[config.mk]
export PLATFORM = sky130hd
export DESIGN_NAME = bus_controller
export DESIGN_NICKNAME = d
export VERILOG_FILES = /design/src/soc_bus_pkg.sv /design/src/bus_controller.sv
export SDC_FILE = /design/constraint.sdc
export NUM_CORES = 1
export LEC_CHECK = 0
export BUFFER_PORTS_ARGS = -buffer_cell sky130_fd_sc_hd__buf_2
export CAP_MARGIN = 15
export CORE_ASPECT_RATIO = 0.9
export CORE_UTILIZATION = 28
export CTS_CLUSTER_SIZE = 12
export DETAILED_ROUTE_END_ITERATION = 7
export PLACE_DENSITY = 0.85
export SETUP_SLACK_MARGIN = 0.2
export SLEW_MARGIN = 5
export SYNTH_ARGS = -nofsm -noshare
export SYNTH_HDL_FRONTEND = slang
export SYNTH_SLANG_ARGS = --single-unit
[constraint.sdc]
create_clock -name clock -period 1.6 [get_ports clock]
set_input_delay 0.4 -clock clock [delete_from_list [all_inputs] [get_ports clock]]
set_output_delay 0.4 -clock clock [all_outputs]
set_load 0.02 [all_outputs]
[src/soc_bus_pkg.sv]
package soc_bus_pkg;

  typedef logic [31:0] bus_word_t;
  typedef logic [3:0] bus_be_t;
  typedef logic [23:0] vga_pixel_t;
  typedef logic [3:0] chip_select_t;

  // chip select codes
  localparam chip_select_t cs_none = 4'h0;
  localparam chip_select_t cs_vectors = 4'h1;
  localparam chip_select_t cs_scratch = 4'h3;
  localparam chip_select_t cs_ssram = 4'h6;

  // top address nibble
  localparam logic [3:0] region_alias = 4'h0;
  localparam logic [3:0] region_vectors = 4'h1;
  localparam logic [3:0] region_scratch = 4'h3;
  localparam logic [3:0] region_ssram = 4'h6;

  localparam int scratch_words = 4096;
  localparam int vector_words = 32;
  localparam int ssram_addr_width = 27;

  // controller states
  localparam logic [1:0] st_idle = 2'd0;
  localparam logic [1:0] st_access = 2'd1;
  localparam logic [1:0] st_ssram_wait = 2'd2;
  localparam logic [1:0] st_done = 2'd3;

  typedef struct packed {
    logic [3:0] region;
    logic [27:0] offset;
  } region_view_t;

  // bit 22 picks the chip
  typedef struct packed {
    logic [3:0] region;
    logic [4:0] unused;
    logic chip;
    logic [19:0] word_index;
    logic [1:0] byte_sel;
  } ssram_view_t;

  typedef union packed {
    region_view_t region_view;
    ssram_view_t ssram_view;
  } bus_addr_t;

endpackage

[src/bus_controller.sv]
module bus_controller (
  input logic clock,
  input logic reset,
  input logic map,
  input soc_bus_pkg::bus_addr_t cpu_address,
  input logic cpu_read,
  input logic cpu_write,
  input soc_bus_pkg::bus_addr_t vga_address,
  input logic vga_read,
  output logic cpu_wait,
  output logic vga_wait,
  output logic grant,
  output soc_bus_pkg::chip_select_t chip_select,
  output logic bus_read,
  output logic bus_write,
  output logic ssram_start
);
  import soc_bus_pkg::*;

  logic [1:0] state;
  logic grant_q;
  logic cpu_req;
  logic vga_req;
  logic pick_vga;
  bus_addr_t win_address;
  chip_select_t win_select;

  assign cpu_req = cpu_read | cpu_write;
  assign vga_req = vga_read;

  // vga has priority
  assign pick_vga = vga_req;
  assign win_address = pick_vga ? vga_address : cpu_address;

  // while idle the mux follows the arbiter so the address lands with the grant
  assign grant = (state == st_idle) ? pick_vga : grant_q;

  always_comb begin
    case (win_address.region_view.region)
      region_alias: win_select = map ? cs_vectors : cs_none;
      region_vectors: win_select = cs_vectors;
      region_scratch: win_select = cs_scratch;
      region_ssram: win_select = cs_ssram;
      default: win_select = cs_none;
    endcase
  end

  // wait drops only in the completion cycle of the owner
  assign cpu_wait = cpu_req & ~((state == st_done) & ~grant_q);
  assign vga_wait = vga_req & ~((state == st_done) & grant_q);

  always_ff @(posedge clock) begin
    if (reset) begin
      state <= st_idle;
      grant_q <= 1'b0;
      chip_select <= cs_none;
      bus_read <= 1'b0;
      bus_write <= 1'b0;
      ssram_start <= 1'b0;
    end else begin
      case (state)
        st_idle: begin
          if (cpu_req | vga_req) begin
            grant_q <= pick_vga;
            chip_select <= win_select;
            bus_read <= pick_vga | cpu_read;
            bus_write <= ~pick_vga & cpu_write;
            ssram_start <= (win_select == cs_ssram);
            state <= st_access;
          end
        end
        st_access: begin
          ssram_start <= 1'b0;
          if (chip_select == cs_ssram) begin
            state <= st_ssram_wait;
          end else begin
            bus_read <= 1'b0;
            bus_write <= 1'b0;
            state <= st_done;
          end
        end
        st_ssram_wait: begin
          // read data is captured at the end of this cycle
          bus_read <= 1'b0;
          bus_write <= 1'b0;
          state <= st_done;
        end
        default: begin
          chip_select <= cs_none;
          state <= st_idle;
        end
      endcase
    end
  end

endmodule

After elaboration in Yosys (flattened, before gate mapping)
Cells that the tools add are included.

Register bits: 10. Latch bits: 0. Bits in writable memories: 0. Memory bits (read-only): 0. Memories kept: 0.

Add/sub/neg operators: 0. $mul: 0. Div/mod/pow operators: 0. Order comparisons: 0. Equality and inequality tests: 10. Shift operators: 0. Multiplexer cells: 16. Bitwise operators: 13. Reduce and logical (&&, ||, !) cells: 9.

Operators by type and width (number): 32-bit 2-to-1 mux (1); 4-bit by 3-bit == test with 1-bit output, second input constant (3); 3-bit one-hot mux with 4 select lines (1); 4-bit one-hot mux with 2 select lines (1); 1-bit 2-to-1 mux (7); 1-bit one-hot mux with 3 select lines (2); 2-bit one-hot mux with 3 select lines (1); 2-bit AND reduction (3); 1-bit AND (5); 1-bit NOT (5); 2-bit == test, second input constant (2); 4-bit by 1-bit == test with 1-bit output, second input constant (1); 4-bit by 2-bit == test with 1-bit output, second input constant (1); 4-bit logical NOT (1); 4-bit 2-to-1 mux (1); 1-bit OR (3); 3-bit AND reduction (1); 3-bit nonzero test (1); 2-bit by 1-bit == test with 1-bit output, second input constant (1); 2-bit logical NOT (1); 2-bit 2-to-1 mux (1); 2-bit by 1-bit inequality test with 1-bit output, second input constant (1); 2-bit inequality test, second input constant (1); 1-bit one-hot mux with 2 select lines (1); other kinds (2) (2).

Logic depth before layout (Yosys ltp)
Depth in word-level cells: 6. Depth in mapped cells: 7. Depth with buffers taken out: 6.

Least setup slack after synthesis
No wires, ideal clock.

Path kind: reg-to-output. Start point: reg state[0]. End point: out grant. Arrival time: 1310 ps. Required time: 1200 ps. Setup slack: -110 ps. Stages on the path, launching flop included: 5. Path through: dfxtp_1 > inv_1 > ha_1 > buf_2 > o21ai_0.

Word-level cells in the longest chain between the ends: 2.

RTL lines: start: declaration (RTL line bus_controller.sv:20) `logic [1:0] state;`; start signal: assignment (RTL line bus_controller.sv:54) `state <= st_idle;`; start signal: assignment (RTL line bus_controller.sv:69) `state <= st_access;`; start signal: assignment (RTL line bus_controller.sv:75) `state <= st_ssram_wait;`; 2-bit logical NOT (RTL line bus_controller.sv:36) `assign grant = (state == st_idle) ? pick_vga : grant_q;`; 1-bit 2-to-1 mux (RTL line bus_controller.sv:36); end: declaration (RTL line bus_controller.sv:12) `output logic grant,`.

No other way between the ends.

Worst setup path in the final report
Start point: reg state[1]. End point: out grant.

Same word-level chain as after synthesis.

==> run summary <==
CORE AREA - 2010 um2
Input/output buffers - 22
Initial detailed-routing violation count - 11
CTS tree - yes
Crit Path Max Fanout - 4
Commonest non-fill, non-tap cells in the layout - 19 x buf_2, 13 x buf_4, 9 x nor2_1
Setup ws final - 52.2 ps
Crit-path cells - inv_4, ha_4, nand2_2, o21ai_4, buf_6
Synth async-reset ratio - 0%
Slack of the worst reg-to-reg path - 120 ps
Pins Over Slew Limit - 0
Setup CP Type - reg -> out
ANT nets after route - 0
Crit-path slowest cell - dfxtp_4
Routed wire length - 1650 um
Layout Nets - 186
Hold_buf cts - 0
Critical Path Sink - grant
Reg2reg end - bus_read
PD cells - 1500 nW/um2
Leak pwr - 0.423 nW
Post-DP HPWL - 1150 um
Post-Synth Simple-Gate Area - 30.1%
Worst clock skew - 3.48 ps
Syn Area/Cell - 8.25 um2
Critical path buffers and inverters - 2
Placed insts - 122
Critical path arrival - 1150 ps
Synth Area in Compound Gates - 20.6%
CP top delay family - flip-flops
Starting Density - 31.2%
Min cycle time layout - 1550 ps
Post-Syn Nets - 151
# diodes - 0
Pre-antenna DRT Iters - 4
Total number of vias - 658
GRT overflow - 0
Min Hold Slack - 429 ps
Worst Path Required - 1200 ps
Critical Path End Type - primary output
Synth-to-Final Area Change - 57.5%
Bufs on Longest Clock Path - 2
Post-synthesis adder-cell area fraction - 9.98%
Clock latency on the worst-skew pair - 270 ps
Final instance area - 987 um2
Residual DRC - 0
Ratio of cells with drive above 1 in the final layout - 54.5%
Yosys warnings - 0
First-pass GRT wire length - 2570 um
CTS sink count - 9
GRT Total Usage - 15.3%
Clk root buf - clkbuf_4
Reg-to-reg critical path startpoint - state[1]
Top FF cell, synth - dfxtp_1
R2R cell count - 7
Status - finished, final reports clean
Area contributors post-synth - dfxtp_1 29%, ha_1 10%, nor2_1 6.6%
CP peak stage delay - 390 ps
Startpoint types - register
Multiplexer share of the synthesized area - 3.19%
Unique masters post-synth - 31
F_max - 0.646 GHz
Post-synth EDFFs - 0
Post-DR vias/cell - 4.87
Maximum VDD drop - 0.000969 V
Total power - 1.48 mW
Fillers - 181
I/O pin total - 80
Synth top area share - 28.7%
RSZ-0062 raised after global routing - true
# rows - 15
Cells after Synth - 76
Final Cycle Share - 96.7%
Setup WS pre-CTS - 61.6 ps
Worst hold path class - in -> reg
Die span in x - 51.9 um
Commonest non-fill, non-tap cell in the layout - buf_2
DP Area - 790 um2
Largest net degree at the start of global routing - 11
Synth Register Bits - 9
XOR/XNOR Fraction of Synth Area - 0%
Overall die height - 46.9 um
Clk slew on worst S/H paths - 60 ps
Final hold vios - 0
Vias in the first global route - 576
Multi-input logic area - 507 um2
Final setup fails - 0
Largest area contributor in the netlist - dfxtp_1
Seq. cell area - 188 um2
Setup_tns - 0 ps
Sequential area share after synthesis - 28.7%
Max Cap Viol - 0
Routed WL per cell - 12.2 um
Synthesized cell area - 627 um2
Main combinational cell family by area after synthesis - simple AND/OR/NAND/NOR gates
Placer Congestion - 0.803
Fin cells - 135
H-tree Lvls - 1
CTS Buf Count - 3
Final core utilization - 49.2%
Setup crit start - state[1]
Initial antenna violation count - 0
Crit path depth - 5
Total die area - 2430 um2
==> sequential cells by signal (all words and copies together) (netlist names) <==
name / flops
chip_select: 3
state: 2
bus_read: 1
bus_write: 1
grant_q: 1
ssram_start: 1
==> layout make-up <==
type                    count  share of cell area [%]
well taps                  25                    3.17
inverters                   4                    2.03
repair buffers             34                    21.8
multi-input cells          59                    51.3
flip-flops and latches      9                    19.0
clock buffers               4                    2.66
==> power by group <==
part / switching (mW) / internal, mW / total (mW)
clock network: 0.0882 / 0.0965 / 0.185
registers: 0.0668 / 0.290 / 0.357
logic: 0.453 / 0.481 / 0.934
total: 0.608 / 0.868 / 1.48
==> worst min path at each step <==
stage,end,depth (start not counted),startpoint
2_1_floorplan,state[0],2,state[0]
3_5_place_dp,bus_write,2,bus_write
5_1_grt,state[0],2,reset
3_3_place_gp,bus_write,2,bus_write
6_report,state[0],2,reset
4_1_cts,chip_select[0],2,reset
==> cells in the mapped netlist (2+ instances only) <==
library cell   n
ha_1           5
mux2i_1        2
dfxtp_1        9
o32ai_1        2
nor2_1        11
nand3b_1       3
or3b_1         2
nand3_1        3
o21ai_0        5
inv_1          4
nand2_1        3
a21oi_1        8
==> kinds of logic after synthesis <==
group | count (synthesis)
multiplexers | 2
buffers and inverters | 8
AO/OA/AOI/OAI | 20
AND/OR/NAND/NOR | 31
adder cells (fa/ha/maj) | 5
flip-flops | 9
other | 1
==> metal layers <==
layer  vias up  wire (um)  share of wire [%]  track usage (%)
li1        331          -                  -                -
met5         -          0                  0                0
met4         0         21                1.3             9.73
met3         4         62                3.8             3.88
met2        20        820                 50             26.2
met1       303        747                 45             17.5
==> repair_timing <==
action / CTS / global route
setup endpoints to repair: 10 / 11
gates resized for setup: 20 / 7
buffers inserted: 8 / 1
pin swaps: 7 / 8
Power figures use the tool's default switching activity.
