$ cat src/soc_bus_pkg.sv
package soc_bus_pkg;

  typedef logic [31:0] bus_word_t;
  typedef logic [3:0] bus_be_t;
  typedef logic [23:0] vga_pixel_t;
  typedef logic [3:0] chip_select_t;

  // chip select codes
  localparam chip_select_t cs_none = 4'h0;
  localparam chip_select_t cs_vectors = 4'h1;
  localparam chip_select_t cs_scratch = 4'h3;
  localparam chip_select_t cs_ssram = 4'h6;

  // top address nibble
  localparam logic [3:0] region_alias = 4'h0;
  localparam logic [3:0] region_vectors = 4'h1;
  localparam logic [3:0] region_scratch = 4'h3;
  localparam logic [3:0] region_ssram = 4'h6;

  localparam int scratch_words = 4096;
  localparam int vector_words = 32;
  localparam int ssram_addr_width = 27;

  // controller states
  localparam logic [1:0] st_idle = 2'd0;
  localparam logic [1:0] st_access = 2'd1;
  localparam logic [1:0] st_ssram_wait = 2'd2;
  localparam logic [1:0] st_done = 2'd3;

  typedef struct packed {
    logic [3:0] region;
    logic [27:0] offset;
  } region_view_t;

  // bit 22 picks the chip
  typedef struct packed {
    logic [3:0] region;
    logic [4:0] unused;
    logic chip;
    logic [19:0] word_index;
    logic [1:0] byte_sel;
  } ssram_view_t;

  typedef union packed {
    region_view_t region_view;
    ssram_view_t ssram_view;
  } bus_addr_t;

endpackage

$ cat src/readdata_mux.sv
module readdata_mux (
  input soc_bus_pkg::chip_select_t chip_select,
  input soc_bus_pkg::bus_word_t vectors_data,
  input soc_bus_pkg::bus_word_t scratch_data,
  input soc_bus_pkg::bus_word_t ssram_data,
  output soc_bus_pkg::bus_word_t cpu_readdata,
  output soc_bus_pkg::vga_pixel_t vga_readdata
);
  import soc_bus_pkg::*;

  always_comb begin
    case (chip_select)
      cs_vectors: cpu_readdata = vectors_data;
      cs_scratch: cpu_readdata = scratch_data;
      cs_ssram: cpu_readdata = ssram_data;
      // unmapped reads return zero
      default: cpu_readdata = '0;
    endcase
  end

  // pixel is the low three bytes
  assign vga_readdata = cpu_readdata[23:0];

endmodule

$ cat config.mk
export PLATFORM = sky130hd
export DESIGN_NAME = readdata_mux
export DESIGN_NICKNAME = d
export VERILOG_FILES = /design/src/soc_bus_pkg.sv /design/src/readdata_mux.sv
export SDC_FILE = /design/constraint.sdc
export NUM_CORES = 1
export LEC_CHECK = 0
export BUFFER_PORTS_ARGS = -buffer_cell sky130_fd_sc_hd__buf_2
export CORE_ASPECT_RATIO = 2
export CORE_MARGIN = 2
export CORE_UTILIZATION = 30
export DETAILED_ROUTE_END_ITERATION = 12
export PLACE_DENSITY = 0.85
export SYNTH_ARGS = -nofsm -noshare
export SYNTH_HDL_FRONTEND = slang
export SYNTH_SLANG_ARGS = --single-unit
$ cat constraint.sdc
create_clock -name vclk -period 1.4
set_input_delay 0.14 -clock vclk [all_inputs]
set_output_delay 0.14 -clock vclk [all_outputs]
set_load 0.01 [all_outputs]
After elaboration in Yosys (flattened, before gate mapping)
Index checks and enable logic that the tools add are counted.

Flip-flop bits (word level): 0. Input port bits: 100. Output and inout port bits: 56. Logic and storage cells: 4.

Eq/ne operators: 3. Multiplexer cells: 1.

Operator list (number): one-hot mux 32 bit (3 select lines) (1); == test 4 x 1 -> 1 bit, second input constant (1); == test 4 x 2 -> 1 bit, second input constant (1); == test 4 x 3 -> 1 bit, second input constant (1).

Depth between registers and ports, before layout
Gate-level depths: netlist of the first run.

Depth in word-level cells: 2. Depth in mapped cells: 6. Depth with buffers taken out: 2.

Worst setup path before layout of the first run
No wires, ideal clock.

Path kind: in2out. Start point: input chip_select[3]. End point: output vga_readdata[0]. Data arrival time: 1.217 ns. Data required time: 1.260 ns. Setup slack: 0.043 ns. Cell stages on the path: 5. Buffers on the path: 3. Path through: or3b_1 buf_6 buf_6 o2bb2ai_1 buf_4.

Cells in the longest elaborated chain, start to end: 2. Elaborated cells between the ends (all ways): 4. Those cells by class: eq/ne (3); mux (1).

Ends and longest elaborated chain: start, declared (line readdata_mux.sv:2) `input soc_bus_pkg::chip_select_t chip_select,`; == test 4 x 3 -> 1 bit, or another cell as far along (line readdata_mux.sv:12) `case (chip_select)`; one-hot mux 32 bit (3 select lines) * (line readdata_mux.sv:12); end, declared (line readdata_mux.sv:7) `output soc_bus_pkg::vga_pixel_t vga_readdata`.

Mark *: on every way between the ends. The rest lies on a longest branch, timed or not.

Final worst setup path of the first run
Start point: input chip_select[3]. End point: output vga_readdata[19].

The elaborated chain is that of the path after synthesis.

==> summary.md, run 1 <==
| Metric | Value |
|---|---|
| Combinational power share | `1.000` |
| Hold buffer count at CTS | `0` |
| Area occupied by multi-input gates | `728 um2` |
| Top cell type's share of synthesized area | `0.335` |
| Starting Density | `0.307` |
| Clock buffer count | `0` |
| Placed cell areas | `~1600 um2` |
| Internal Power | `0.224 mW` |
| Warnings, synthesis | `0` |
| CP endpoint kind | `output pin` |
| Fillers | `roughly 320` |
| Synthesis-to-layout area growth | `66.9%` |
| Peak VDD IR | `211 uV` |
| Register area | `0 um2` |
| Std cell rows | `29` |
| Pin count of the biggest net entering global routing | `33` |
| First-pass GRT wire length | `5.15 mm` |
| Drt first-iter violations | `7` |
| Switching power | `between 0.15 and 0.2 mW` |
| Hpwl dp | `approximately 3.0 mm` |
| # resized after CTS | `0` |
| Total track usage | `0.168` |
| Netlist cell types | `8` |
| WL/cell | `13.4 um` |
| Antenna cells | `0` |
| Clock power frac | `0` |
| Post-layout min period | `1.36 ns` |
| Switching power share of the total | `0.463` |
| Outcome | `finished clean` |
| Finished Cell Area | `~1600 um2` |
| GP Congestion | `between 0.7 and 0.8` |
| Synthesized net count | `202` |
| Reg power frac | `0` |
| Slew Viols, Final | `0` |
| Post-synthesis average cell area | `9.38 um2` |
| Vias in the first global route | `~1300` |
| Final hold viol count | `0` |
| Cell taking the most area after synthesis | `mux2i_1` |
| Overflow after GRT | `0` |
| Final setup viols | `0` |
| Die Height | `83.9 um` |
| IO buf count | `about 160` |
| Overall power | `0.418 mW` |
| Startpoint types | `primary input` |
| RSZ-0062 raised after global routing | `yes` |
| Die Wd | `43.9 um` |
| Seq Cell Count | `0` |
| Max_slew headroom | `0.856` |
| Ports | `156` |
| Die area | `3690 um2` |
| Kind of critical path | `in2out` |
| Core area | `around 3100 um2` |
| Post-DR vias/cell | `4.97` |
| Maximum clock frequency | `~730 MHz` |
| Number of nets still failing antenna checks after routing | `0` |
| DR vias | `1282` |
| Mapped Cells | `about 100` |
| Leakage | `1.00 nW` |
| Initial antenna violation count | `0` |
| Fraction of layout instances using a drive strength above 1 | `0.780` |
| Worst path required time | `1.26 ns` |
| Setup bufs post-CTS | `0` |
| Seq/Total Area, Yosys | `0` |
| Crit path DAT | `1.22 ns` |
| Worst slew pin tran | `0.211 ns` |
| Pwr dens | `261 nW/um2` |
| DRC Markers | `0` |
| Max-cap violations | `0` |
| Final Cycle Share | `0.973` |
| Synth top area cells | `mux2i_1, buf_4, o2bb2ai_1, o2bb2ai_2, buf_6` |
| Layout Nets | `between 300 and 400` |
| Mapped Area | `957 um2` |
| Total wire length | `3.47 mm` |
| Worst hold path class | `in2out` |
| Drt first pass iters | `2` |
| Crit path max fanout | `18` |
## power groups by stage
| stage | clock network (mW) | registers (mW) | logic [mW] |
|---|---|---|---|
| 4_1_cts | 0 | 0 | 0.415 |
| 3_3_place_gp | 0 | 0 | 0.403 |
| 3_5_place_dp | 0 | 0 | 0.414 |
| 5_1_grt | 0 | 0 | 0.455 |
| 2_1_floorplan | 0 | 0 | 0.233 |
| 6_report | 0 | 0 | 0.418 |
## layout by cell type, fill, tap and decap left out
| cell type | n |
|---|---|
| mux2i_1 | 32 |
| buf_4 | 4 |
| buf_2 | 156 |
| o2bb2ai_1 | 17 |
| nor4bb_4 | 1 |
| or3b_1 | 1 |
| o2bb2ai_2 | 15 |
| buf_12 | 1 |
## layout make-up
| class | instances | area share |
|---|---|---|
| Multi-Input combinational cell | 66 | 0.456 |
| Timing Repair Buffer | 161 | 0.520 |
| Tap cell | 31 | 0.0243 |
## layer usage
metal | part of all wire | wire (um) | global-route usage
met2 | 0.59 | 2040 | 0.342
met5 | 0 | 0 | 0
met4 | 0.0046 | 16 | 0.0193
met3 | 0.090 | 313 | 0.0303
met1 | 0.32 | 1100 | 0.164
## final timing paths
check | to | start | cells after the start
max | vga_readdata[19] | chip_select[3] | 5
min | cpu_readdata[25] | ssram_data[25] | 3
## kinds of logic after synthesis
logic type,after synthesis,synth area share
buf+inv,36,0.288
simple gates,2,0.0196
mux,32,0.335
compound gates,32,0.358
## worst max-delay path: stages
cell,delay (ns)
buf_2,0.12
or3b_1,0.39
buf_4,0.22
o2bb2ai_1,0.19
buf_2,0.16
## synth_stat cells
library cell and number:
buf_2 4, buf_4 28, buf_6 4, mux2i_1 32
nor4bb_1 1, o2bb2ai_1 22, o2bb2ai_2 10, or3b_1 1
## per-stage QoR
stage / hold slack, ns / util / TNS (ns) / instances / worst slack (ns)
2_1_floorplan: 0.398 / - / 0 / 102 / 0.0432
3_3_place_gp: 0.570 / 0.502 / 0 / 258 / 0.0237
3_5_place_dp: 0.571 / 0.502 / 0 / 258 / 0.0241
4_1_cts: 0.573 / 0.502 / 0 / 258 / 0.0205
5_1_grt: 0.579 / 0.512 / -0.0320 / 258 / -0.0144
6_report: 0.570 / 0.512 / 0 / 258 / 0.0372
No activity file was read; power rests on OpenSTA's default activity.
==> run 2, diff against run 1 <==
==> constraint.sdc (replaced) <==
create_clock -name vclk -period 1.3
set_input_delay 0.13 -clock vclk [all_inputs]
set_output_delay 0.13 -clock vclk [all_outputs]
set_load 0.01 [all_outputs]
==> run 2 against run 1 <==
  * The flow now finishes with violations (negative setup slack)
  * Sequential share of layout area unchanged
  * Critical path depth unchanged
  * Cell count rose by 0.39%
==> summary.md, run 2 (synthesis results as in run 1) <==
| Metric | Value |
|---|---|
| Outcome | `finished with violations` |
| Failing checks | `negative setup slack` |
| Dpl ws | `-0.0601 ns` |
| IO buf count | `156` |
| Commonest non-fill, non-tap cell in the layout | `buf_2` |
| Overall power | `0.467 mW` |
| Max-cap violations | `0` |
| Fraction of layout instances using a drive strength above 1 | `0.803` |
| Fin Setup TNS | `-0.00921 ns` |
| Startpoint types | `primary input` |
| Ports | `156` |
| Die Wd | `roughly 44 um` |
| DR vias | `approximately 1300` |
| Seq Cell Count | `0` |
| Non-Filler Instances | `259` |
| Die area | `3690 um2` |
| Core area | `roughly 3100 um2` |
| Starting Density | `0.307` |
| Final worst slack | `-0.00499 ns` |
| Synthesis-to-layout area growth | `73.1%` |
| Hpwl dp | `3.02 mm` |
| Post-layout min period | `1.30 ns` |
| Finished Cell Area | `1660 um2` |
| Slew Viols, Final | `0` |
| Final hold viol count | `0` |
| Kind of critical path | `in2out` |
| Clock power frac | `0` |
| Number of nets still failing antenna checks after routing | `0` |
| Vias in the first global route | `1281` |
| DRC Markers | `0` |
| Die Height | `83.9 um` |
| Final core occ | `0.531` |
| Final setup viols | `2` |
| Total track usage | `0.171` |
| CP endpoint kind | `output pin` |
| Crit path max fanout | `14` |
| Max_slew headroom | `0.810` |
| Pin count of the biggest net entering global routing | `33` |
| Std cell rows | `29` |
| Setup bufs post-CTS | `0` |
| Drt first pass iters | `3` |
| WL/cell | `13.8 um` |
| Layout Nets | `330` |
| Post-DR vias/cell | `4.98` |
| First-pass GRT wire length | `about 5.3 mm` |
| Peak VDD IR | `239 uV` |
| Worst hold path class | `in2out` |
| Combinational power share | `1.000` |
| Pwr dens | `282 nW/um2` |
| Register area | `0 um2` |
| Worst path required time | `roughly 1.2 ns` |
| Total wire length | `3.58 mm` |
| Internal Power | `0.251 mW` |
| Maximum clock frequency | `766 MHz` |
| GP Congestion | `0.735` |
| Reg power frac | `0` |
| Initial antenna violation count | `0` |
| Final Cycle Share | `1.00` |
| Antenna cells | `0` |
| Fillers | `317` |
| Switching power share of the total | `0.462` |
| RSZ-0062 raised after global routing | `yes` |
| Worst slew pin tran | `~0.28 ns` |
| Clock buffer count | `0` |
| Most frequent cells in the layout | `buf_2, mux2i_1, o2bb2ai_2` |
| Leakage | `1.03 nW` |
| Dpl cells | `258` |
| Placed cell areas | `1570 um2` |
| Drt first-iter violations | `5` |
| Crit path DAT | `1.17 ns` |
| Switching power | `0.216 mW` |
| Overflow after GRT | `0` |
| WHS | `between 0.5 and 0.6 ns` |
[run 2: path summary, 6_finish.rpt]
path,start,to,cells past startpoint
setup / recovery,chip_select[0],vga_readdata[18],5
hold / removal,ssram_data[25],cpu_readdata[25],3
[run 2: layout make-up]
type               instances  area (um2)  share of cell area
multi-input cells         66         756               0.456
repair buffers           162         862               0.520
well taps                 31        38.8              0.0234
[run 2: power by group through the flow]
stage               sequential (mW)  combinational, mW  clock [mW]
CTS                               0              0.464           0
finish                            0              0.467           0
detailed placement                0              0.446           0
global route                      0              0.507           0
floorplan                         0              0.251           0
global placement                  0              0.434           0
[run 2: worst max-delay path, stage by stage]
cell and delay, ns:
buf_2 0.11, or3b_4 0.42, buf_12 0.17, o2bb2ai_1 0.17, buf_2 0.16
[run 2: layer usage]
metal | wire [um] | share of wire | GRT usage
met1 | 1100 | 0.31 | 0.170
met2 | 2160 | 0.60 | 0.354
met3 | 313 | 0.087 | 0.0216
met4 | 12 | 0.0033 | 0.0138
met5 | 0 | 0 | 0
[run 2: timing repair]
| action | 4_1_cts | 5_1_grt |
|---|---|---|
| gates cloned | 1 | 0 |
| hold endpoints to repair | 0 | 0 |
| hold buffers | 0 | 0 |
| gates resized for setup | 11 | 6 |
| setup endpoints to repair | 40 | 55 |
| pin swaps | 1 | 0 |
