File: config.mk
export PLATFORM = sky130hd
export DESIGN_NAME = ssram_port
export DESIGN_NICKNAME = d
export VERILOG_FILES = /design/src/soc_bus_pkg.sv /design/src/ssram_port.sv
export SDC_FILE = /design/constraint.sdc
export NUM_CORES = 1
export LEC_CHECK = 0
export BUFFER_PORTS_ARGS = -buffer_cell sky130_fd_sc_hd__buf_2
export CAP_MARGIN = 20
export CORE_MARGIN = 8
export CORE_UTILIZATION = 25
export CTS_BUF_LIST = sky130_fd_sc_hd__clkbuf_8
export CTS_CLUSTER_DIAMETER = 120
export CTS_CLUSTER_SIZE = 28
export DETAILED_ROUTE_END_ITERATION = 16
export GPL_TIMING_DRIVEN = 0
export PLACE_DENSITY_LB_ADDON = 0.1
export SLEW_MARGIN = 20
export SYNTH_ARGS = -nofsm -noshare
export SYNTH_HDL_FRONTEND = slang
export SYNTH_SLANG_ARGS = --single-unit
export TNS_END_PERCENT = 100
File: constraint.sdc
create_clock -name clock -period 2.56 [get_ports clock]
set_input_delay 0.128 -clock clock [delete_from_list [all_inputs] [get_ports clock]]
set_output_delay 0.128 -clock clock [all_outputs]
set_load 0.05 [all_outputs]
File: src/soc_bus_pkg.sv
package soc_bus_pkg;

  typedef logic [31:0] bus_word_t;
  typedef logic [3:0] bus_be_t;
  typedef logic [23:0] vga_pixel_t;
  typedef logic [3:0] chip_select_t;

  // chip select codes
  localparam chip_select_t cs_none = 4'h0;
  localparam chip_select_t cs_vectors = 4'h1;
  localparam chip_select_t cs_scratch = 4'h3;
  localparam chip_select_t cs_ssram = 4'h6;

  // top address nibble
  localparam logic [3:0] region_alias = 4'h0;
  localparam logic [3:0] region_vectors = 4'h1;
  localparam logic [3:0] region_scratch = 4'h3;
  localparam logic [3:0] region_ssram = 4'h6;

  localparam int scratch_words = 4096;
  localparam int vector_words = 32;
  localparam int ssram_addr_width = 27;

  // controller states
  localparam logic [1:0] st_idle = 2'd0;
  localparam logic [1:0] st_access = 2'd1;
  localparam logic [1:0] st_ssram_wait = 2'd2;
  localparam logic [1:0] st_done = 2'd3;

  typedef struct packed {
    logic [3:0] region;
    logic [27:0] offset;
  } region_view_t;

  // bit 22 picks the chip
  typedef struct packed {
    logic [3:0] region;
    logic [4:0] unused;
    logic chip;
    logic [19:0] word_index;
    logic [1:0] byte_sel;
  } ssram_view_t;

  typedef union packed {
    region_view_t region_view;
    ssram_view_t ssram_view;
  } bus_addr_t;

endpackage

File: src/ssram_port.sv
module ssram_port (
  input logic clock,
  input logic reset,
  input soc_bus_pkg::bus_addr_t bus_address,
  input soc_bus_pkg::bus_word_t bus_writedata,
  input soc_bus_pkg::bus_be_t bus_be,
  input logic ssram_start,
  input logic bus_read,
  input logic bus_write,
  input soc_bus_pkg::bus_word_t fs_din,
  output soc_bus_pkg::bus_word_t readdata,
  output logic [soc_bus_pkg::ssram_addr_width-1:0] ssram_addr,
  output soc_bus_pkg::bus_be_t ssram_be_n,
  output logic ssram_we_n,
  output logic ssram_oe_n,
  output logic ssram0_ce_n,
  output logic ssram1_ce_n,
  output logic ssram_adsp_n,
  output soc_bus_pkg::bus_word_t ssram_dout,
  output logic ssram_dout_en
);
  import soc_bus_pkg::*;

  logic active;
  logic start_d1;

  assign active = bus_read | bus_write;

  // single word accesses, no burst advance
  assign ssram_addr = ssram_addr_width'(bus_address.ssram_view.word_index);
  assign ssram_adsp_n = ~ssram_start;
  assign ssram0_ce_n = ~(active & ~bus_address.ssram_view.chip);
  assign ssram1_ce_n = ~(active & bus_address.ssram_view.chip);

  // write is taken with the address
  assign ssram_we_n = ~(bus_write & ssram_start);
  assign ssram_be_n = bus_write ? ~bus_be : 4'b1111;
  assign ssram_oe_n = ~bus_read;
  assign ssram_dout = bus_writedata;
  assign ssram_dout_en = bus_write;

  always_ff @(posedge clock) begin
    if (reset) begin
      start_d1 <= 1'b0;
    end else begin
      start_d1 <= ssram_start;
    end
  end

  // chip drives the word one cycle after the address
  always_ff @(posedge clock) begin
    if (start_d1 && bus_read) begin
      readdata <= fs_din;
    end
  end

endmodule

Yosys cells after proc, flatten, opt, wreduce, memory -nomap -nowiden
Index checks and enable logic that the tools add are counted.

Flip-flop bits (word level): 33. Latch bits: 0. Memory bits (writable): 0. Memory bits (read-only): 0. Bits of input ports: 105. Output and inout port bits: 101. Memories: 0.

$add $sub $neg: 0. Multipliers: 0. Divide/modulo/power cells: 0. Order comparisons: 0. Equal/unequal tests: 0. Shift operators: 0. Multiplexer cells: 1. Bitwise logic cells: 11. Reductions and logical operators: 1.

Operators by type and width (count): $not A1 Y1 (6); $mux W4 (1); $not A4 Y4 (1); $and A1 B1 Y1 (3); $logic_and A1 B1 Y1 (1); $or A1 B1 Y1 (1).

Depth between registers and ports, before layout
Gate-level depths: netlist of the first run.

Depth in word-level cells: 3. Mapped depth: 1. Depth with buffers taken out: 1.

Worst setup path after synthesis of the first run
OpenSTA, ideal clock, no wires.

Path kind: register -> register. From: reg start_d1. To: reg readdata[0] (enable). Library setup time: 0.392 ns. Arrival time: 1.085 ns. Data required time: 2.168 ns. Slack: 1.083 ns. Cell stages (with the launch flop): 2. Cells stage by stage: dfxtp_1 > and2_1.

Word-level cells in the longest chain between the ends: 1.

Ends and longest elaborated chain: from (decl) (RTL line ssram_port.sv:25) `logic start_d1;`; from (signal assigned) (RTL line ssram_port.sv:46) `start_d1 <= ssram_start;`; $logic_and A1 B1 Y1 (RTL line ssram_port.sv:52) `if (start_d1 && bus_read) begin`; to (signal assigned) (RTL line ssram_port.sv:53) `readdata <= fs_din;`; to (decl) (RTL line ssram_port.sv:11) `output soc_bus_pkg::bus_word_t readdata,`.

No other way between the ends. A chain may end at the register's enable or synchronous reset.

Worst setup path after layout of the first run
From: reg start_d1. To: reg readdata[17] (enable).

The elaborated chain is that of the path after synthesis.

==> results.sh, run 1 <==
export IMPL_ys_ff_latch=33
export IMPL_hpwlAfterDp_um=4750
export IMPL_synthMuxAreaShare_pct=0
export IMPL_grt_pass1_vias=1298
export IMPL_core_um2=5850
export IMPL_tns_ps=0
export IMPL_start_util_pct=25.4
export IMPL_rows=28
export IMPL_critPathKind="register to register"
export IMPL_antenna_cells=0
export IMPL_hold_start="fs_din[22]"
export IMPL_cts_made_buffers=5
export IMPL_required_ps=2550
export IMPL_drv_slew=0
export IMPL_synth_distinct_cells=10
export IMPL_die_h_um=93.1
export IMPL_synth_xor_area_share_pct=0
export IMPL_clock_path_buffers=2
export IMPL_yosysTopAreaCellShare_pct=64.6
export IMPL_clock_tree_root_cell="clkbuf_8"
export IMPL_viasPerCell=3.63
export IMPL_cts_setup_buffers=0
export IMPL_antenna_found_initial=0
export IMPL_synth_area_um2=1490
export IMPL_p_leak_uw=0.00124
export IMPL_cp_slowest_cell="and2_2"
export IMPL_irDropWorstVdd_mv=0.232
export IMPL_synth_yosys_seq_area_share_pct=66.0
export IMPL_holdPathEnd="readdata[22]"
export IMPL_min_period_over_period_pct=45.8
export IMPL_remaining_drc_errors=0
export IMPL_power_density_nw_per_um2=589
export IMPL_cts_tree="yes"
export IMPL_syn2layout_area_growth_pct=62.1
export IMPL_synthAdderAreaFrac_pct=0
export IMPL_synthSimpleGateAreaFrac_pct=2.10
export IMPL_grt_ovfl_total=0
export IMPL_final_setup_viol_count=0
export IMPL_synth_compound_area_share_pct=0.842
export IMPL_reg2reg_to="readdata[17]"
export IMPL_timing_rr_start="start_d1"
export IMPL_dieArea_um2=8670
export IMPL_grt_total_usage_pct=11.4
export IMPL_synth_area_leaders="edfxtp_1 65%, buf_4 30%, dfxtp_1 1.3%"
export IMPL_crit_path_max_incr_delay_ps=360
export IMPL_io_buffers=135
export IMPL_synth_top_family_by_area="buffers and inverters"
export IMPL_fin_crit_ps=1170
export IMPL_drt_iter0_drc=15
export IMPL_clk_pin_slew_ps=70
export IMPL_hold_violations=0
export IMPL_final_util_pct=41.2
export IMPL_ys_warn_count=0
export IMPL_endpoint_kind="register"
export IMPL_drt_wl_total_um=5250
export IMPL_skew_ps=2.07
export IMPL_cts_max_level=2
export IMPL_whs_path_depth=1
export IMPL_rrSetupSlack_ps=1390
export IMPL_avgRoutedWirePerCell_um=15.8
export IMPL_worst_slack_ps=1390
export IMPL_fin_nets=361
export IMPL_drv_cap=0
export IMPL_clock_latency_ps=280
export IMPL_grt_max_degree=22
export IMPL_arrival_ps=1160
export IMPL_path_max_fanout=21
export IMPL_ant_nets=0
export IMPL_cp_start_kind="register"
export IMPL_yosysTopAreaCell="edfxtp_1"
export IMPL_dr_pass1_iters=4
export IMPL_fmax_mhz=852
export IMPL_synthCells=105
export IMPL_rsz0062_at_grt="false"
export IMPL_synth_avg_cell_area_um2=14.2
export IMPL_place_ws_ps=1380
export IMPL_die_width_um=93.1
export IMPL_cts_sinks=33
export IMPL_io_pins=206
export IMPL_min_path_type="input pin to register"
export IMPL_worstRegToRegCells=2
export IMPL_status="finished, final reports clean"
export IMPL_num_vias=1206
export IMPL_path_cells="and2_2, buf_16"
export IMPL_cts_resized=0
export IMPL_grt_pass1_wl_um=7490
export IMPL_gp_congestion=0.741
export IMPL_drive_gt1_share_pct=79.4
## how the worst max path moves through the flow
stage | startpoint | endpoint | slack, ps | cells past startpoint
2_1_floorplan | start_d1 | readdata[0] | 1080 | 1
4_1_cts | start_d1 | readdata[3] | 1370 | 2
3_5_place_dp | start_d1 | readdata[22] | 1380 | 2
3_3_place_gp | start_d1 | readdata[3] | 730 | 1
5_1_grt | start_d1 | readdata[17] | 1310 | 2
6_report | start_d1 | readdata[17] | 1390 | 2
## metrics by stage
stage,std cells,hold slack (ps),area (um^2),power (uW)
2_1_floorplan,111,200,1510,967
3_3_place_gp,321,286,2280,1070
3_5_place_dp,322,296,2310,1070
4_1_cts,331,9.69,2400,1440
5_1_grt,332,1.68,2410,1480
6_report,332,21.6,2410,1420
## metal layers
metal | GRT usage [%] | share of wire [%] | routed length, um | vias to the layer above
li1 | - | - | - | 580
met4 | 2.82 | 0.84 | 44 | 0
met1 | 9.39 | 30 | 1560 | 516
met5 | 0 | 0 | 0 | -
met2 | 21.1 | 54 | 2830 | 103
met3 | 8.25 | 16 | 821 | 7
## registers in the layout, indices dropped and copies added, names as in the netlist
register  cells
readdata     32
start_d1      1
## area by class of cell
type	count	area [um^2]
Tap cell	75	93.8
Clock inverter	3	13.8
Sequential cell	33	981
Inverter	2	7.51
Timing Repair Buffer	138	723
Multi-Input combinational cell	16	71.3
Clock buffer	5	68.8
Fill cell	574	3440
Buffer	60	450
## worst max-delay path, delay by kind of cell, from the launching register on
kind	cells	cell delay, ps
buffers and inverters	1	210
DFF	1	300
and+or+nand+nor	1	360
## what timing repair did
item | 4_1_cts | 5_1_grt
endpoints found under the setup margin | 0 | 0
endpoints found under the hold margin | 1 | 1
hold buffers | 1 | 1
## report_power, final
| group | internal, uW | switching, uW | leakage [uW] | total [uW] |
|---|---|---|---|---|
| sequential | 611 | 2.76 | 0.000302 | 613 |
| clock | 184 | 176 | 0.0000491 | 360 |
| combinational | 130 | 315 | 0.000893 | 445 |
## cells by family (layout without fill, tap and decap cells)
logic type / after synthesis / after routing
buf+inv: 62 / 208
flops: 33 / 33
simple gates: 7 / 7
compound gates: 2 / 2
other cells: 1 / 7
## layout by cell type (no fill, tap or decap), types with 2 or more instances in the layout
cell type      instances
buf_2                135
buf_4                 60
edfxtp_1              32
conb_1                 7
nand2_1                5
clkbuf_8               5
inv_1                  3
clkinv_2               2
dlygate4sd3_1          2
## synthesized netlist by cell type
cell type / number
and2_1: 1
buf_4: 60
conb_1: 1
dfxtp_1: 1
edfxtp_1: 32
inv_1: 2
nand2_1: 5
nor2b_1: 1
o21ai_1: 1
o21bai_1: 1
Power figures use the tool's default switching activity.
==> run 2, diff against run 1 <==
- ABC_AREA: not set -> 1
- clock period: 2.56 -> 1.2 ns (I/O delays scaled with it)
==> results.sh, run 2 <==
export IMPL_viasPerCell=3.61
export IMPL_min_path_type="input pin to register"
export IMPL_synth_xor_area_share_pct=0
export IMPL_cts_tree="yes"
export IMPL_synthAdderAreaFrac_pct=0
export IMPL_synthCells=107
export IMPL_ys_flop_type="edfxtp_1"
export IMPL_place_ws_ps=-247
export IMPL_p_leak_uw=0.00138
export IMPL_path_max_fanout=16
export IMPL_syn2layout_area_growth_pct=84.6
export IMPL_power_uw=3320
export IMPL_fin_nets=396
export IMPL_synthMuxAreaShare_pct=0
export IMPL_antenna_found_initial=0
export IMPL_synth_compound_area_share_pct=0.673
export IMPL_worst_slack_ps=87.6
export IMPL_yosysTopAreaCellShare_pct=64.6
export IMPL_ys_warn_count=0
export IMPL_grt_pass1_vias=1536
export IMPL_dr_pass1_iters=2
export IMPL_remaining_drc_errors=0
export IMPL_die_width_um=93.1
export IMPL_final_setup_viol_count=0
export IMPL_required_ps=1130
export IMPL_min_period_over_period_pct=92.7
export IMPL_rrSetupSlack_ps=90
export IMPL_layout_commonest_cell="buf_2"
export IMPL_hold_start="ssram_start"
export IMPL_synth_avg_cell_area_um2=13.9
export IMPL_endpoint_kind="register"
export IMPL_drt_wl_total_um=5510
export IMPL_rows=28
export IMPL_drv_slew=0
export IMPL_yosys_top_cells_count="60 x buf_4, 32 x edfxtp_1, 6 x nand2_1"
export IMPL_cp_start_kind="register"
export IMPL_multiInputGateArea_um2=65.1
export IMPL_n_fill_cell=541
export IMPL_cts_sinks=33
export IMPL_top_register="readdata"
export IMPL_cp_slowest_cell="clkinvlp_4"
export IMPL_die_h_um=93.1
export IMPL_io_pins=206
export IMPL_synth_edff_count=32
export IMPL_clock_path_buffers=2
export IMPL_synth_area_leaders="edfxtp_1 65%, buf_4 30%, nand2_1 1.5%"
export IMPL_synth_most_common_cell="buf_4"
export IMPL_start_util_pct=25.4
export IMPL_clock_latency_ps=270
export IMPL_whs_path_depth=3
export IMPL_synth_yosys_seq_area_share_pct=66.0
export IMPL_instances_no_fill=367
export IMPL_power_density_nw_per_um2=1210
export IMPL_gp_congestion=0.706
export IMPL_synth_area_um2=1490
export IMPL_grt_pass1_wl_um=8210
export IMPL_mostFrequentLayoutCells="135 x buf_2, 62 x buf_4, 33 x dlygate4sd3_1"
export IMPL_fin_crit_ps=1110
export IMPL_reg2reg_to="readdata[7]"
export IMPL_grt_max_degree=17
export IMPL_avgRoutedWirePerCell_um=15.0
export IMPL_clock_tree_root_cell="clkbuf_8"
export IMPL_drt_iter0_drc=25
export IMPL_arrival_ps=1040
export IMPL_grt_ovfl_total=0
export IMPL_critPathKind="register to register"
export IMPL_crit_path_max_incr_delay_ps=330
export IMPL_hpwlAfterDp_um=4650
export IMPL_largest_register_ffs=32
export IMPL_rsz0062_at_grt="false"
export IMPL_grt_total_usage_pct=12.2
export IMPL_cts_made_buffers=5
export IMPL_drv_cap=0
export IMPL_status="finished, final reports clean"
export IMPL_worstRegToRegCells=2
export IMPL_io_buffers=135
export IMPL_hold_violations=0
export IMPL_antenna_cells=0
export IMPL_synthArstFlopShare_pct=0
export IMPL_cts_max_level=2
export IMPL_regArea_um2=981
export IMPL_place_inst=323
export IMPL_drive_gt1_share_pct=70.5
export IMPL_ys_ff_latch=33
export IMPL_path_cells="nand2_2, clkinvlp_4"
export IMPL_reg_top3="readdata: 32 flops, start_d1: 1 flops"
export IMPL_core_um2=5850
export IMPL_ant_nets=0
export IMPL_dieArea_um2=8670
export IMPL_synth_distinct_cells=8
export IMPL_timing_rr_start="start_d1"
export IMPL_synthSimpleGateAreaFrac_pct=1.77
export IMPL_fmax_mhz=899
export IMPL_clk_pin_slew_ps=60
export IMPL_yosysTopAreaCell="edfxtp_1"
export IMPL_irDropWorstVdd_mv=0.698
export IMPL_holdPathEnd="start_d1"
export IMPL_skew_ps=2.28
export IMPL_num_vias=1325
export IMPL_synth_top_family_by_area="buffers and inverters"
[run 2: cell types whose count changed in the layout (fill, tap and decap cells not counted), moves of 2 or more]
| cell | previous run | this run |
|---|---|---|
| dlygate4sd3_1 | 2 | 33 |
| buf_4 | 60 | 62 |
| clkinv_2 | 2 | 0 |
| clkinvlp_4 | 0 | 2 |
[run 2: area by class of cell]
class | count | share of cell area [%]
buffer | 60 | 16.4
clock buffer | 5 | 2.51
clock inverter | 3 | 1.37
inverter | 4 | 0.684
multi-input combinational | 16 | 2.37
sequential | 33 | 35.8
tap | 75 | 3.42
timing repair buffer | 170 | 37.2
timing repair inverter | 1 | 0.274
[run 2: metrics by stage]
stage                     TNS [ps]  hold slack (ps)  util (%)  area, um^2
after floorplan                  0              132         -        1510
after global placement       -8230              221      39.0        2280
after detailed placement     -7870              230      39.0        2280
after CTS                        0             22.5      46.9        2740
after global routing             0             34.8      46.9        2740
final                            0             29.8      46.9        2740
[run 2: timing repair]
action | in CTS | in global routing
hold endpoints to repair | 33 | 0
buffers inserted | 2 | 0
hold buffers | 33 | 0
endpoints found under the setup margin | 32 | 0
gates resized for setup | 2 | 0
[run 2: worst max-delay path by stage]
stage / start / end / cells after the start / slack [ps]
global placement: start_d1 / readdata[14] / 2 / -260
finish: start_d1 / readdata[7] / 2 / 90
detailed placement: start_d1 / readdata[14] / 2 / -250
CTS: start_d1 / readdata[17] / 2 / 50
global route: start_d1 / readdata[7] / 2 / 20
floorplan: start_d1 / readdata[0] / 2 / 2
[run 2: critical path, delay by kind of cell, from the launching register on]
| kind | cells | cell delay [ps] |
|---|---|---|
| buf+inv | 1 | 330 |
| simple gates | 1 | 130 |
| flops | 1 | 310 |
[run 2: power by group]
group | leakage (uW) | switching (uW) | total [uW] | internal, uW
Sequential | 0.000302 | 6.98 | 1310 | 1300
Combinational | 0.00102 | 689 | 1030 | 339
Clock | 0.0000570 | 375 | 979 | 604
Total | 0.00138 | 1070 | 3320 | 2250
[run 2: cells by family after synthesis]
family / after synthesis
AND/OR/NAND/NOR: 7
flip-flops: 33
other: 1
AO/OA/AOI/OAI: 2
buffers and inverters: 64
[run 2: layer usage]
metal	vias to the layer above	GRT usage [%]	share of wire (%)
li1	650	-	-
met1	553	10.4	32
met2	111	22.0	51
met3	11	7.85	14
met4	0	4.56	1.9
met5	-	0	0
